File: config.mk
export PLATFORM = sky130hd
export DESIGN_NAME = fp_convert
export DESIGN_NICKNAME = d
export VERILOG_FILES = /design/src/source/fp_conv_pkg.sv /design/src/source/fp_convert.sv /design/src/source/fp_ftoi.sv /design/src/source/fp_itof.sv /design/src/source/lead_zero_count.sv
export SDC_FILE = /design/constraint.sdc
export NUM_CORES = 1
export LEC_CHECK = 0
export ABC_AREA = 1
export ABC_CLOCK_PERIOD_IN_PS = 2500
export BUFFER_PORTS_ARGS = -buffer_cell sky130_fd_sc_hd__clkbuf_2
export CORE_UTILIZATION = 40
export DETAILED_ROUTE_END_ITERATION = 10
export GPL_TIMING_DRIVEN = 0
export HOLD_SLACK_MARGIN = 0.08
export PLACE_DENSITY = 0.69
export SLEW_MARGIN = 10
export SYNTH_ARGS = -nofsm -noshare
export SYNTH_HDL_FRONTEND = slang
export SYNTH_SLANG_ARGS = --single-unit
File: constraint.sdc
create_clock -name clk -period 2.5 [get_ports clk]
set_clock_uncertainty 0.05 [all_clocks]
set_input_delay 0.125 -clock clk [delete_from_list [all_inputs] [get_ports clk]]
set_output_delay 0.125 -clock clk [all_outputs]
set_load 0.005 [all_outputs]
File: src/source/fp_conv_pkg.sv
package fp_conv_pkg;

	// Word and field widths of the single-precision format
	localparam int WORD_WIDTH = 32;
	localparam int EXP_WIDTH = 8;
	localparam int MANT_WIDTH = 23;

	localparam int EXP_BIAS = 127;

	// Returned for NaN, infinity and out-of-range float to int
	localparam logic [WORD_WIDTH-1:0] INVALID_INT = 32'h8000_0000;

	typedef enum logic [0:0] {
		OP_ITOF = 1'b0,
		OP_FTOI = 1'b1
	} conv_op_t;

	// IEEE-754 single-precision layout
	typedef struct packed {
		logic sign;
		logic [EXP_WIDTH-1:0] exponent;
		logic [MANT_WIDTH-1:0] mantissa;
	} float_t;

	// One request at the top level input
	typedef struct packed {
		conv_op_t op;
		logic [WORD_WIDTH-1:0] operand;
	} conv_req_t;

endpackage

File: src/source/fp_convert.sv
`timescale 1ns/1ps

module fp_convert
	import fp_conv_pkg::*;
(
	input logic clk,
	input logic rst,
	input conv_req_t req,
	input logic req_valid,
	output logic [WORD_WIDTH-1:0] result,
	output logic result_valid
);

	logic itof_in_valid;
	logic ftoi_in_valid;
	logic [WORD_WIDTH-1:0] itof_z;
	logic [WORD_WIDTH-1:0] ftoi_z;
	logic itof_z_valid;
	logic ftoi_z_valid;

	// Steer by operation code
	assign itof_in_valid = req_valid && (req.op == OP_ITOF);
	assign ftoi_in_valid = req_valid && (req.op == OP_FTOI);

	fp_itof itof_i (
		.clk(clk),
		.rst(rst),
		.input_a(req.operand),
		.input_valid(itof_in_valid),
		.output_z(itof_z),
		.output_valid_z(itof_z_valid)
	);

	fp_ftoi ftoi_i (
		.clk(clk),
		.rst(rst),
		.input_a(req.operand),
		.input_valid(ftoi_in_valid),
		.output_z(ftoi_z),
		.output_valid_z(ftoi_z_valid)
	);

	// Same latency on both paths, so never two results in one cycle
	assign result_valid = itof_z_valid || ftoi_z_valid;

	always_comb begin
		if (itof_z_valid)
			result = itof_z;
		else if (ftoi_z_valid)
			result = ftoi_z;
		else
			result = '0;
	end

endmodule

File: src/source/fp_ftoi.sv
`timescale 1ns/1ps

module fp_ftoi
	import fp_conv_pkg::*;
(
	input logic clk,
	input logic rst,
	input logic [WORD_WIDTH-1:0] input_a,
	input logic input_valid,
	output logic [WORD_WIDTH-1:0] output_z,
	output logic output_valid_z
);

	localparam int SH_WIDTH = $clog2(WORD_WIDTH);
	// Zeros below the mantissa so the hidden bit lands on the top bit
	localparam int MAG_PAD = WORD_WIDTH - MANT_WIDTH - 1;

	// Input classes
	localparam logic [1:0] CL_NORM = 2'd0;
	localparam logic [1:0] CL_SMALL = 2'd1;
	localparam logic [1:0] CL_SPECIAL = 2'd2;

	// Stage 1, unpack and classify
	float_t in_f;
	float_t s1_f;
	logic [1:0] s1_class_tmp, s1_class;
	logic s1_valid;

	assign in_f = input_a;

	always_comb begin
		if (in_f.exponent == '1)
			s1_class_tmp = CL_SPECIAL;
		else if (in_f.exponent < EXP_WIDTH'(EXP_BIAS))
			// Zero and denormals end up here too
			s1_class_tmp = CL_SMALL;
		else
			s1_class_tmp = CL_NORM;
	end

	always_ff @(posedge clk or posedge rst) begin
		if (rst)
			s1_valid <= 1'b0;
		else
			s1_valid <= input_valid;
	end

	always_ff @(posedge clk) begin
		if (input_valid) begin
			s1_f <= in_f;
			s1_class <= s1_class_tmp;
		end
	end

	// Stage 2, unbiased exponent and hidden bit
	logic [EXP_WIDTH-1:0] s2_exp;
	logic [MANT_WIDTH:0] s2_mant;
	logic [1:0] s2_class;
	logic s2_sign;
	logic s2_valid;

	always_ff @(posedge clk or posedge rst) begin
		if (rst)
			s2_valid <= 1'b0;
		else
			s2_valid <= s1_valid;
	end

	always_ff @(posedge clk) begin
		if (s1_valid) begin
			s2_exp <= s1_f.exponent - EXP_WIDTH'(EXP_BIAS);
			s2_mant <= {1'b1, s1_f.mantissa};
			s2_class <= s1_class;
			s2_sign <= s1_f.sign;
		end
	end

	// Stage 3, distance from the exponent to the top bit
	logic [SH_WIDTH-1:0] s3_shift_tmp, s3_shift;
	logic [EXP_WIDTH-1:0] s3_exp;
	logic [MANT_WIDTH:0] s3_mant;
	logic [1:0] s3_class;
	logic s3_sign;
	logic s3_valid;

	always_comb begin
		if (s2_exp < EXP_WIDTH'(WORD_WIDTH))
			s3_shift_tmp = SH_WIDTH'(WORD_WIDTH - 1) - SH_WIDTH'(s2_exp);
		else
			s3_shift_tmp = '0;
	end

	always_ff @(posedge clk or posedge rst) begin
		if (rst)
			s3_valid <= 1'b0;
		else
			s3_valid <= s2_valid;
	end

	always_ff @(posedge clk) begin
		if (s2_valid) begin
			s3_shift <= s3_shift_tmp;
			s3_exp <= s2_exp;
			s3_mant <= s2_mant;
			s3_class <= s2_class;
			s3_sign <= s2_sign;
		end
	end

	// Stage 4, right shift drops the fraction
	logic [WORD_WIDTH-1:0] s4_mag;
	logic [EXP_WIDTH-1:0] s4_exp;
	logic [1:0] s4_class;
	logic s4_sign;
	logic s4_valid;

	always_ff @(posedge clk or posedge rst) begin
		if (rst)
			s4_valid <= 1'b0;
		else
			s4_valid <= s3_valid;
	end

	always_ff @(posedge clk) begin
		if (s3_valid) begin
			s4_mag <= {s3_mant, {MAG_PAD{1'b0}}} >> s3_shift;
			s4_exp <= s3_exp;
			s4_class <= s3_class;
			s4_sign <= s3_sign;
		end
	end

	// Stage 5, range check and sign
	logic s5_over;
	logic [WORD_WIDTH-1:0] s5_value_tmp, s5_value;
	logic s5_valid;

	always_comb begin
		// Exactly -2^31 is the one representable value at exponent 31
		s5_over = (s4_exp > EXP_WIDTH'(WORD_WIDTH - 1)) ||
			(s4_exp == EXP_WIDTH'(WORD_WIDTH - 1) && !(s4_sign && s4_mag == INVALID_INT));
		if (s4_class == CL_SPECIAL)
			s5_value_tmp = INVALID_INT;
		else if (s4_class == CL_SMALL)
			s5_value_tmp = '0;
		else if (s5_over)
			s5_value_tmp = INVALID_INT;
		else
			s5_value_tmp = s4_sign ? -s4_mag : s4_mag;
	end

	always_ff @(posedge clk or posedge rst) begin
		if (rst)
			s5_valid <= 1'b0;
		else
			s5_valid <= s4_valid;
	end

	always_ff @(posedge clk) begin
		if (s4_valid)
			s5_value <= s5_value_tmp;
	end

	// Stage 6, output register
	always_ff @(posedge clk or posedge rst) begin
		if (rst)
			output_valid_z <= 1'b0;
		else
			output_valid_z <= s5_valid;
	end

	always_ff @(posedge clk) begin
		if (s5_valid)
			output_z <= s5_value;
	end

endmodule

File: src/source/fp_itof.sv
`timescale 1ns/1ps

module fp_itof
	import fp_conv_pkg::*;
(
	input logic clk,
	input logic rst,
	input logic [WORD_WIDTH-1:0] input_a,
	input logic input_valid,
	output logic [WORD_WIDTH-1:0] output_z,
	output logic output_valid_z
);

	localparam int LZ_WIDTH = $clog2(WORD_WIDTH);
	// Position of the guard bit after normalisation
	localparam int GRD = WORD_WIDTH - MANT_WIDTH - 2;

	// Stage-state codes
	localparam logic [1:0] ST_CLZ = 2'd0;
	localparam logic [1:0] ST_SHIFT = 2'd1;
	localparam logic [1:0] ST_ROUND = 2'd2;
	localparam logic [1:0] ST_PACK = 2'd3;

	// Stage 1, sign and magnitude
	logic [WORD_WIDTH-1:0] s1_value_tmp, s1_value;
	logic [1:0] s1_state_tmp, s1_state;
	logic s1_sign;
	logic s1_valid;

	always_comb begin
		if (input_a == '0) begin
			// Zero bypasses normalisation
			s1_value_tmp = '0;
			s1_state_tmp = ST_PACK;
		end else begin
			s1_value_tmp = input_a[WORD_WIDTH-1] ? -input_a : input_a;
			s1_state_tmp = ST_CLZ;
		end
	end

	always_ff @(posedge clk or posedge rst) begin
		if (rst)
			s1_valid <= 1'b0;
		else
			s1_valid <= input_valid;
	end

	always_ff @(posedge clk) begin
		if (input_valid) begin
			s1_value <= s1_value_tmp;
			s1_state <= s1_state_tmp;
			s1_sign <= input_a[WORD_WIDTH-1];
		end
	end

	// Stage 2, leading zero count
	logic [LZ_WIDTH-1:0] lz, s2_lz;
	logic [WORD_WIDTH-1:0] s2_value;
	logic [1:0] s2_state;
	logic s2_sign;
	logic s2_valid;

	lead_zero_count #(
		.WIDTH(WORD_WIDTH)
	) lzc_i (
		.value(s1_value),
		.count(lz)
	);

	always_ff @(posedge clk or posedge rst) begin
		if (rst)
			s2_valid <= 1'b0;
		else
			s2_valid <= s1_valid;
	end

	always_ff @(posedge clk) begin
		if (s1_valid) begin
			s2_value <= s1_value;
			s2_state <= s1_state;
			s2_sign <= s1_sign;
			s2_lz <= lz;
		end
	end

	// Stage 3, normalise so the leading one sits at the top
	logic [WORD_WIDTH-1:0] s3_value;
	logic [LZ_WIDTH-1:0] s3_lz;
	logic [1:0] s3_state;
	logic s3_sign;
	logic s3_valid;

	always_ff @(posedge clk or posedge rst) begin
		if (rst)
			s3_valid <= 1'b0;
		else
			s3_valid <= s2_valid;
	end

	always_ff @(posedge clk) begin
		if (s2_valid) begin
			if (s2_state == ST_CLZ) begin
				s3_value <= s2_value << s2_lz;
				s3_state <= ST_SHIFT;
			end else begin
				s3_value <= s2_value;
				s3_state <= ST_PACK;
			end
			s3_lz <= s2_lz;
			s3_sign <= s2_sign;
		end
	end

	// Stage 4, split off guard, round and sticky, biased exponent
	logic [EXP_WIDTH-1:0] s4_exp_tmp, s4_exp;
	logic [MANT_WIDTH:0] s4_mant_tmp, s4_mant;
	logic s4_guard_tmp, s4_guard;
	logic s4_round_tmp, s4_round;
	logic s4_sticky_tmp, s4_sticky;
	logic [1:0] s4_state_tmp, s4_state;
	logic s4_sign;
	logic s4_valid;

	always_comb begin
		if (s3_state == ST_SHIFT) begin
			s4_exp_tmp = EXP_WIDTH'(EXP_BIAS + WORD_WIDTH - 1) - EXP_WIDTH'(s3_lz);
			s4_mant_tmp = s3_value[WORD_WIDTH-1 -: MANT_WIDTH+1];
			s4_guard_tmp = s3_value[GRD];
			s4_round_tmp = s3_value[GRD-1];
			s4_sticky_tmp = |s3_value[GRD-2:0];
			s4_state_tmp = ST_ROUND;
		end else begin
			s4_exp_tmp = '0;
			s4_mant_tmp = '0;
			s4_guard_tmp = 1'b0;
			s4_round_tmp = 1'b0;
			s4_sticky_tmp = 1'b0;
			s4_state_tmp = ST_PACK;
		end
	end

	always_ff @(posedge clk or posedge rst) begin
		if (rst)
			s4_valid <= 1'b0;
		else
			s4_valid <= s3_valid;
	end

	always_ff @(posedge clk) begin
		if (s3_valid) begin
			s4_exp <= s4_exp_tmp;
			s4_mant <= s4_mant_tmp;
			s4_guard <= s4_guard_tmp;
			s4_round <= s4_round_tmp;
			s4_sticky <= s4_sticky_tmp;
			s4_state <= s4_state_tmp;
			s4_sign <= s3_sign;
		end
	end

	// Stage 5, round to nearest even
	logic [MANT_WIDTH+1:0] s5_sum;
	logic [EXP_WIDTH-1:0] s5_exp_tmp, s5_exp;
	logic [MANT_WIDTH:0] s5_mant_tmp, s5_mant;
	logic s5_sign;
	logic s5_valid;

	always_comb begin
		s5_sum = {1'b0, s4_mant} + 1'b1;
		s5_mant_tmp = s4_mant;
		s5_exp_tmp = s4_exp;
		if (s4_state == ST_ROUND && s4_guard && (s4_round || s4_sticky || s4_mant[0])) begin
			if (s5_sum[MANT_WIDTH+1]) begin
				// Mantissa carried out, renormalise
				s5_mant_tmp = s5_sum[MANT_WIDTH+1:1];
				s5_exp_tmp = s4_exp + 1'b1;
			end else begin
				s5_mant_tmp = s5_sum[MANT_WIDTH:0];
			end
		end
	end

	always_ff @(posedge clk or posedge rst) begin
		if (rst)
			s5_valid <= 1'b0;
		else
			s5_valid <= s4_valid;
	end

	always_ff @(posedge clk) begin
		if (s4_valid) begin
			s5_exp <= s5_exp_tmp;
			s5_mant <= s5_mant_tmp;
			s5_sign <= s4_sign;
		end
	end

	// Stage 6, pack, hidden bit dropped
	float_t z_tmp;

	always_comb begin
		z_tmp.sign = s5_sign;
		z_tmp.exponent = s5_exp;
		z_tmp.mantissa = s5_mant[MANT_WIDTH-1:0];
	end

	always_ff @(posedge clk or posedge rst) begin
		if (rst)
			output_valid_z <= 1'b0;
		else
			output_valid_z <= s5_valid;
	end

	always_ff @(posedge clk) begin
		if (s5_valid)
			output_z <= z_tmp;
	end

endmodule

File: src/source/lead_zero_count.sv
`timescale 1ns/1ps

module lead_zero_count #(
	parameter int WIDTH = 32,
	localparam int COUNT_WIDTH = (WIDTH > 1) ? $clog2(WIDTH) : 1
) (
	input logic [WIDTH-1:0] value,
	output logic [COUNT_WIDTH-1:0] count
);

	// Scan upward so the highest set bit wins
	always_comb begin
		count = '0;
		for (int i = 0; i < WIDTH; i++) begin
			if (value[i]) begin
				count = COUNT_WIDTH'(WIDTH - 1 - i);
			end
		end
	end

endmodule

==> results of run 1 <==
-- where the power goes --
group	internal [mW]	switching (mW)	leakage, nW
sequential	8.58	0.338	4.14
clock	3.62	2.60	0.673
combinational	0.468	0.849	4.48
total	12.7	3.79	9.29
-- routing by layer --
metal	share of wire (%)	vias up	global-route usage [%]	wire, um
met5	0	-	0	0
met4	3.3	0	7.280	1570
met3	4.8	100	2.550	2255
met2	47	425	30.65	22230
met1	45	6496	24.46	20910
li1	-	6836	-	-
-- logic make-up after synthesis --
group                      Yosys count  synth area share, %
buffers and inverters              285                5.344
adders and majority gates            8               0.4977
and+or+nand+nor                    802                17.25
DFF                                439                65.25
xor gates and xnor gates            87                3.789
AOI/OAI and AO/OA                  244                7.223
muxes                               13               0.6470
-- synth_stat cells, drive strengths merged, types with 2 or more instances --
master	count	area share, %
nand2	433	8.1
edfxtp	427	64
inv	205	3.8
nor2	193	3.8
o21ai	133	3.3
nand3	96	2.5
clkbuf	66	1.2
xor2	62	2.7
nor3	33	1.2
xnor2	25	1.1
o221ai	23	1.0
o22ai	22	0.68
a21oi	21	0.52
or2	15	0.47
mux2i	13	0.65
nand4	13	0.48
dfrtp	12	1.5
nor4	12	0.54
o211ai	12	0.45
buf	11	0.23
a31oi	10	0.31
ha	8	0.50
o31ai	6	0.25
a211oi	3	0.14
a22o	3	0.13
clkinv	3	0.056
o21a	3	0.11
a311oi	2	0.087
nor3b	2	0.075
o21bai	2	0.075
or3	2	0.087
-- path summary, 6_finish.rpt --
check | slack [ns] | to | startpoint
min | 0.10 | itof_i.s1_value[5] | req[1]
min reg2reg | 0.36 | ftoi_i.s3_class[1] | ftoi_i.s2_class[1]
max | -0.76 | ftoi_i.s5_value[1] | ftoi_i.s4_mag[1]
min in group asynchronous | 0.12 | ftoi_i.output_valid_z | rst
max reg2reg | -0.76 | ftoi_i.s5_value[1] | ftoi_i.s4_mag[1]
max in group asynchronous | 1.84 | ftoi_i.s1_valid | rst
-- through the flow --
| step | instance area, um^2 | cells | total power, mW | setup slack [ns] |
|---|---|---|---|---|
| 3_5_place_dp | 21380 | 2612 | 10.22 | -0.8770 |
| 6_report | 24060 | 2777 | 16.46 | -0.7602 |
| 2_1_floorplan | 20150 | 1878 | 9.681 | -0.1827 |
| 4_1_cts | 23680 | 2766 | 16.54 | -0.6196 |
| 5_1_grt | 24060 | 2777 | 17.10 | -0.9614 |
| 3_3_place_gp | 21320 | 2610 | 10.19 | -0.7582 |
-- registers in the layout (all words and copies together), names as in the netlist, 5 cells and up --
name,cells
itof_i.output_z,32
itof_i.s1_value,32
ftoi_i.s3_exp,8
itof_i.s5_exp,8
itof_i.s3_value,32
ftoi_i.output_z,32
itof_i.s2_lz,5
ftoi_i.s1_f,32
itof_i.s4_exp,8
itof_i.s5_mant,23
ftoi_i.s2_mant,23
ftoi_i.s2_exp,8
itof_i.s2_value,32
ftoi_i.s3_mant,23
ftoi_i.s3_shift,5
itof_i.s4_mant,24
ftoi_i.s4_exp,8
ftoi_i.s4_mag,32
ftoi_i.s5_value,32
itof_i.s3_lz,5
-- critical path: cells and delay by family (launching register included) --
family | cells | cell delay (ns)
simple gates | 9 | 1.54
fa+ha+maj | 1 | 0.13
compound gates | 2 | 0.29
buf+inv | 6 | 0.64
flops | 1 | 0.43
-- area by class of cell --
class / instances / area [um^2] / share of cell area, %
inverters: 208 / 793.3 / 3.297
repair buffers: 160 / 1205 / 5.008
well taps: 664 / 830.8 / 3.453
plain buffers: 73 / 324.1 / 1.347
flip-flops and latches: 439 / 13140 / 54.60
multi-input cells: 1154 / 6401 / 26.61
clock inverters: 22 / 197.7 / 0.8217
clock buffers: 57 / 1171 / 4.868
-- what timing repair did --
action | CTS | global route
setup buffers | 38 | 18
endpoints found under the setup margin | 83 | 111
hold buffers | 37 | 4
resized for setup | 81 | 84
gates cloned | 2 | 0
endpoints found under the hold margin | 98 | 6
pin swaps | 17 | 32
==> impl_metrics.tcl, run 1 <==
set metrics [dict create \
    status "finished, violations left" \
    violations "setup timing" \
    slowest_stage "edfxtp_1" \
    final_cell_mix "427 x edfxtp_1, 424 x nand2_1, 187 x inv_1" \
    p_leak_nw 9.290 \
    rows 81 \
    avgViaCountPerCell 4.990 \
    finalNetCount 2123 \
    final_util_pct 48.84 \
    cap_violations 0 \
    cp.required_ns 2.85 \
    period_share_pct 130.4 \
    post-route-min-period_ns 3.260 \
    grt_start_max_net_pins 41 \
    synth_area_mm2 0.02011 \
    cpMostUsedCell "inv_2" \
    hold_depth 5 \
    grt_usage_pct 18.47 \
    cts_max_level 2 \
    core_mm2 0.04925 \
    setup.worst_path.start_class "flip-flop" \
    power.density_mw_per_mm2 684.3 \
    antenna_found_initial 0 \
    port_buffers 68 \
    drive_gt1_share_pct 15.90 \
    insertedDiodeCount 0 \
    relSlewSlack_pct 39.68 \
    cts_sinks 439 \
    num_vias 13857 \
    hp-class "input port to flip-flop" \
    clk_latency_ns 0.56 \
    syn_nets 1922 \
    fmax_mhz 306.7 \
    synth_warnings 0 \
    grt_pass1_wl_um 72620 \
    whs_ns 0.1040 \
    synth_edf_count 427 \
    avgSynthCellArea_um2 10.71 \
    ant_nets 0 \
    tightest_slew_ns 0.9018 \
    drv_slew 0 \
    fin_setup_tns_ns -29.46 \
    r2r_cells 18 \
    finalHoldViolCount 0 \
    design.die.area_mm2 0.05118 \
    hpwl_um 34390 \
    fp.dieW_um 226.2 \
    crit_chain "inv_2 > ha_4 > inv_2 > nor3_4 > inv_2 > nor3_2 > inv_1 > nor2_2 > nand2_1 > nor4_2 > nand4_1 > nor4_4 > a211oi_2 > nor3_2 > buf_4 > nand2_4 > buf_8 > a211oi_2" \
    rsz0062_at_grt "yes" \
    grt_pass1_vias 13269 \
    cpPeakStageDelay_ns 0.43 \
    arrival_ns 3.61 \
    start_util_pct 40.83 \
    drcViolationCount 0 \
    fillers 4388 \
    ys_ff_latch 439 \
    drt_wl_total_um 46970 \
    pin_count 69 \
    final_common_cell "edfxtp_1" \
    synth_cells 1878 \
    yosys_most_used_dff "edfxtp_1" \
    ir_worst_vdd_mv 0.3967 \
    gp_congestion 0.9162 \
    async_flop_share_pct 2.733 \
    crit_type "flip-flop to flip-flop" \
    cts_buffer_depth 3 \
    cts_root_buf "clkbuf_16" \
    cts_tree "done" \
    drtIter0Drc 1304 \
    netlist-cell-type-count 54 \
    setup_viol 67 \
    yosysSeqAreaShare_pct 65.25 \
    area_growth_pct 19.62 \
    clk_pin_slew_ns 0.06 \
    setup_ws_ns -0.7602 \
    firstDrtPassIters 5 \
    die-height_um 226.2 \
    wl_per_cell_um 16.91 \
    grt_overflow 0 \
    end_kind "flip-flop" \
    crit_fanout 10 \
    cts_made_buffers 43 \
]
(Power assumes the default switching activity.)
==> run 2, diff against run 1 <==
Settings changed: ABC_AREA 1 to unset.
==> run 2 against run 1 <==
Net effect:
- the flow now finishes without violations
- cell count decreased by 18%
- via count fell by 13%
- worst setup slack better by 0.82 ns
- die area is 1.1% lower
- clock power increased by 7.4%
- design area shrank 2.6%
- hold slack got worse by 0.0091 ns
- synthesized cell count fell by 25%
- critical path type unchanged
- largest cell class unchanged
- highest routed layer unchanged
==> impl_metrics.tcl, run 2 <==
set metrics [dict create \
    status "complete, no violations" \
    grt_pass1_vias 11773 \
    period_share_pct 97.73 \
    comb_power_share_pct 7.1 \
    synth_area_leaders "edfxtp_1 64%, mux2i_1 4.1%, mux4_2 2.7%" \
    final_common_cell "edfxtp_1" \
    setup.worst_path.start "ftoi_i.s4_mag[4]" \
    cts_sinks 439 \
    fillers 4197 \
    drtIter0Drc 1012 \
    cp.depth 6 \
    yosysMostFrequentCell "edfxtp_1" \
    post-route-min-period_ns 2.443 \
    port_buffers 68 \
    r2r-end "ftoi_i.s5_value[20]" \
    ant_nets 0 \
    final_cell_mix "427 x edfxtp_1, 100 x nand2_1, 87 x nor2_1" \
    cp.required_ns 2.77 \
    start_util_pct 40.62 \
    netSwitchingPower_mw 3.770 \
    crit_end "ftoi_i.s5_value[20]" \
    grt_overflow 0 \
    async_flop_share_pct 2.733 \
    design.die.area_mm2 0.05060 \
    yosys-mux-area-fraction_pct 9.289 \
    fin_setup_tns_ns 0 \
    finalHoldViolCount 0 \
    synth_cells 1416 \
    synth_xor_area_share_pct 3.480 \
    avgSynthCellArea_um2 14.04 \
    synth_area_mm2 0.01988 \
    ir_worst_vdd_mv 0.4415 \
    synth_simple_gate_area_share_pct 10.23 \
    multi_input_comb_area_mm2 0.006608 \
    relSlewSlack_pct 42.51 \
    area_growth_pct 17.82 \
    end_kind "flip-flop" \
    synthAdderAreaFrac_pct 0.5035 \
    netSwitchingFraction_pct 22.40 \
    insertedDiodeCount 0 \
    synth_warnings 0 \
    crit_fanout 5 \
    tightest_slew_ns 0.8623 \
    drv_slew 0 \
    grt_pass1_wl_um 68140 \
    gp_congestion 0.9407 \
    place_ws_ns -0.4354 \
    cts_tree "done" \
    crit_type "flip-flop to flip-flop" \
    yosysTopAreaCell "edfxtp_1" \
    arrival_ns 2.71 \
    clkPwrFrac_pct 39.7 \
    r2r_cells 6 \
    yosysSeqAreaShare_pct 66.00 \
    slowest_stage "or4_4" \
    cpPeakStageDelay_ns 0.61 \
    core_mm2 0.04895 \
    setup_ws_ns 0.05670 \
    syn_nets 1460 \
    cts_root_buf "clkbuf_16" \
    finalNetCount 1634 \
    drive_gt1_share_pct 20.53 \
    synth-compound-area-share_pct 8.534 \
    setup.worst_path.start_class "flip-flop" \
    drt_wl_total_um 43480 \
    grt_usage_pct 17.39 \
    rows 81 \
    p_leak_nw 8.009 \
    yosys.area.top_type_share_pct 64.49 \
    netlist-cell-type-count 74 \
    synth_edf_count 427 \
    hp-class "input port to async pin" \
    hpwl_um 31780 \
    cts_made_buffers 45 \
    cap_violations 0 \
    intPower_mw 13.06 \
    synth_top_family_by_area "simple AND/OR/NAND/NOR gates" \
    firstDrtPassIters 5 \
    synthTopCellsByCount "427 x edfxtp_1, 104 x nand2_1, 93 x nor2_1" \
    crit_chain "or4_4 > nor4_4 > nand2_2 > o41ai_2 > xor2_1 > nor2_2" \
    r2r_slack_ns 0.06 \
    clk_pin_slew_ns 0.06 \
    avgViaCountPerCell 5.278 \
    grt_start_max_net_pins 45 \
    die-height_um 224.9 \
    seq_power_share_pct 53.2 \
    regArea_mm2 0.01314 \
    setup_viol 0 \
    wl_per_cell_um 18.98 \
    yosys_most_used_dff "edfxtp_1" \
    cts_max_level 2 \
    antenna_found_initial 0 \
    crit_buf_inv 0 \
    power.density_mw_per_mm2 718.6 \
    clk_latency_ns 0.58 \
    cts_buffer_depth 3 \
    fmax_mhz 409.3 \
    timing.critical_path.max_delay_family "simple AND/OR/NAND/NOR gates" \
    num_vias 12092 \
    drcViolationCount 0 \
    pin_count 69 \
    fp.dieW_um 224.9 \
    reg2reg_from "ftoi_i.s4_mag[4]" \
    ys_ff_latch 439 \
]
run 2: changes by cell type after synthesis, moves of 33 or more:
cell and delta:
a22o_1 +33, inv_1 -173, mux2_2 +44, mux2i_1 +68, nand2_1 -328, nand3_1 -62
nor2_1 -95, nor2b_1 +40, o21ai_0 -55
run 2: cells by family after synthesis:
| family | Yosys count |
|---|---|
| simple gates | 397 |
| buf+inv | 94 |
| flops | 439 |
| compound gates | 250 |
| mux | 149 |
| xor+xnor | 79 |
| fa+ha+maj | 8 |
run 2: metrics by stage:
stage / utilization [%] / std cells / cell area (um^2) / hold slack [ns] / power, mW
finish: 47.85 / 2291 / 23430 / 0.09484 / 16.83
global placement: 43.01 / 2148 / 21050 / 0.1511 / 10.16
CTS: 47.25 / 2279 / 23130 / 0.08677 / 16.95
global route: 47.85 / 2291 / 23430 / 0.09875 / 17.43
floorplan: - / 1416 / 19880 / -0.06030 / 9.682
detailed placement: 43.12 / 2150 / 21110 / 0.1563 / 10.19
run 2: worst register-to-register path: cells and delay by family (launching register included):
family,cells,cell delay [ns]
xor gates and xnor gates,1,0.23
and+or+nand+nor,4,1.20
AOI/OAI and AO/OA,1,0.26
DFF,1,0.47
run 2: area by class of cell:
type,count,share of cell area (%)
flip-flops and latches,439,56.07
multi-input cells,883,28.21
clock buffers,51,4.903
repair buffers,133,4.081
well taps,664,3.547
clock inverters,33,1.496
plain buffers,64,1.298
inverters,24,0.3953
run 2: worst min path at each step:
stage	startpoint	endpoint	slack (ns)
finish	rst	itof_i.output_valid_z	0.09
global route	req[2]	itof_i.s1_value[3]	0.1
CTS	rst	itof_i.s5_valid	0.09
detailed placement	rst	itof_i.output_valid_z	0.16
global placement	rst	itof_i.output_valid_z	0.15
floorplan	rst	ftoi_i.output_valid_z	-0.06
run 2: power by group through the flow:
stage / Clock, mW / Sequential (mW) / Combinational (mW)
2_1_floorplan: 0 / 8.96 / 0.719
3_3_place_gp: 0 / 9.12 / 1.04
3_5_place_dp: 0 / 9.12 / 1.07
4_1_cts: 6.84 / 8.96 / 1.15
5_1_grt: 7.13 / 9.01 / 1.29
6_report: 6.68 / 8.96 / 1.19
run 2: what timing repair did:
| action | in CTS | in global routing |
|---|---|---|
| pin swaps | 5 | 9 |
| hold endpoints to repair | 114 | 0 |
| buffers inserted | 13 | 14 |
| setup endpoints to repair | 103 | 72 |
| resized for setup | 23 | 44 |
| hold buffers | 36 | 0 |
run 2: metal layers:
layer	global-route usage, %	vias up	part of all wire [%]
met3	2.243	68	4.9
met1	23.68	5809	45
met2	28.84	401	48
li1	-	5814	-
met5	0	-	0
met4	5.727	0	2.4
==> run 3, diff against run 2 <==
Settings changed: CORE_UTILIZATION 40 to 45, PLACE_DENSITY 0.69 to 0.74.
==> run 3 against run 2 <==
Net effect:
- maximum frequency down 0.67%
- combinational power about the same
- largest power group unchanged
- cell count down 3.9%
- worst setup slack worse by 0.016 ns
- core utilization up 5.9 points
- total power up 1.5%
- non-clock buffer count down 5
- global-route usage up 2.2 points
- die area down 11%
- first-iteration DRC count up 3.3%
- sequential power about the same
- largest cell class unchanged
- routed wire length down 0.69%
==> impl_metrics.tcl, run 3 (synthesized netlist as in run 2, its figures left out) <==
set metrics [dict create \
    die-height_um 212.2 \
    cts_sinks 439 \
    comb_power_share_pct 6.8 \
    p_total_mw 17.08 \
    intPower_mw 13.39 \
    wl_per_cell_um 19.62 \
    rows 76 \
    fp.dieW_um 212.2 \
    crit_fanout 10 \
    hp-class "input port to flip-flop" \
    netSwitchingPower_mw 3.691 \
    final_common_cell "edfxtp_1" \
    area_growth_pct 17.28 \
    clk_pin_slew_ns 0.06 \
    drcViolationCount 0 \
    finalNetCount 1627 \
    fillers 3526 \
    crit_buf_inv 1 \
    setup.worst_path.start_class "flip-flop" \
    gp_congestion 0.9663 \
    ir_worst_vdd_mv 0.4758 \
    netSwitchingFraction_pct 21.61 \
    grt_usage_pct 19.55 \
    ant_nets 0 \
    p_leak_nw 7.998 \
    pin_count 69 \
    setup_ws_ns 0.04020 \
    drive_gt1_share_pct 20.24 \
    end_kind "flip-flop" \
    num_vias 12249 \
    clk_latency_ns 0.55 \
    port_buffers 68 \
    crit_chain "or3_4 > or3_4 > o41a_1 > nand2b_4 > buf_12 > nor2_2" \
    fin_setup_tns_ns 0 \
    antenna_found_initial 0 \
    slowest_stage "or3_4" \
    seq_power_share_pct 52.6 \
    post-route-min-period_ns 2.460 \
    cts_made_buffers 43 \
    cpPeakStageDelay_ns 0.46 \
    fmax_mhz 406.5 \
    firstDrtPassIters 5 \
    insertedDiodeCount 0 \
    status "complete, no violations" \
    drtIter0Drc 1045 \
    drv_slew 0 \
    grt_overflow 0 \
    cts_max_level 2 \
    cts_buffer_depth 3 \
    power.density_mw_per_mm2 732.6 \
    finalHoldViolCount 0 \
    tightest_slew_ns 1.248 \
    cpMostUsedCell "or3_4" \
    crit_type "flip-flop to flip-flop" \
    cts_root_buf "clkbuf_16" \
    cts_tree "done" \
    avgViaCountPerCell 5.565 \
    timing.critical_path.max_delay_family "simple AND/OR/NAND/NOR gates" \
    cp.required_ns 2.85 \
    hpwl_um 31440 \
    cap_violations 0 \
    r2r_slack_ns 0.04 \
    setup_viol 0 \
    period_share_pct 98.39 \
    rsz0062_at_grt "no" \
    grt_pass1_wl_um 67700 \
    start_util_pct 45.85 \
    relSlewSlack_pct 16.79 \
    final_cell_mix "427 x edfxtp_1, 102 x nand2_1, 85 x nor2_1" \
    design.die.area_mm2 0.04503 \
    core_mm2 0.04336 \
    arrival_ns 2.81 \
    grt_pass1_vias 11775 \
    place_ws_ns -0.4754 \
    clkPwrFrac_pct 40.6 \
    drt_wl_total_um 43180 \
    grt_start_max_net_pins 45 \
]
[run 3: what timing repair did]
action / in CTS / in global routing
gates resized for setup: 25 / 43
endpoints found under the hold margin: 115 / 0
pin swaps: 6 / 8
hold buffers: 37 / 0
buffers inserted: 12 / 10
endpoints found under the setup margin: 98 / 78
[run 3: power by group through the flow]
stage / clock, mW / sequential [mW] / combinational [mW]
after floorplan: 0 / 8.96 / 0.719
after global placement: 0 / 9.12 / 1.04
after detailed placement: 0 / 9.14 / 1.05
after CTS: 7.08 / 8.98 / 1.13
after global routing: 7.35 / 9.03 / 1.26
final: 6.93 / 8.98 / 1.17
[run 3: path summary, 6_finish.rpt]
check                                  start                    end  cells past startpoint
max in group asynchronous                rst        itof_i.s3_valid                      3
max                        ftoi_i.s4_mag[10]     ftoi_i.s5_value[5]                      6
min reg2reg                 ftoi_i.s3_exp[4]       ftoi_i.s4_exp[4]                      0
min in group asynchronous                rst  itof_i.output_valid_z                      3
min                                   req[2]     itof_i.s1_value[3]                      3
max reg2reg                ftoi_i.s4_mag[10]     ftoi_i.s5_value[5]                      6
[run 3: area by class of cell]
cell class              instances  area (um^2)  area share (%)
clock buffers                  50         1132           4.856
plain buffers                  64        311.5           1.336
clock inverters                28        409.1           1.755
repair buffers                128        895.9           3.842
inverters                      24        92.59          0.3971
well taps                     585        732.0           3.139
flip-flops and latches        439        13130           56.33
multi-input cells             883         6610           28.35
[run 3: worst min-delay path, cell delays in order]
cell	delay, ns
clkbuf_2	0.14
o31ai_1	0.09
xnor2_1	0.17
[run 3: layer usage]
layer	wire length, um	GRT usage (%)
met1	18780	26.11
met5	0	0
met3	2246	2.984
met4	1695	8.596
met2	20470	31.72
[run 3: metrics by stage]
step | cell area (um^2) | hold slack (ns) | utilization (%) | cells
after floorplan | 19880 | -0.06030 | - | 1416
after global routing | 23320 | 0.1071 | 53.77 | 2201
final | 23320 | 0.1099 | 53.77 | 2201
after detailed placement | 20990 | 0.1547 | 48.41 | 2070
after CTS | 23070 | 0.09029 | 53.21 | 2193
after global placement | 20950 | 0.1329 | 48.32 | 2069
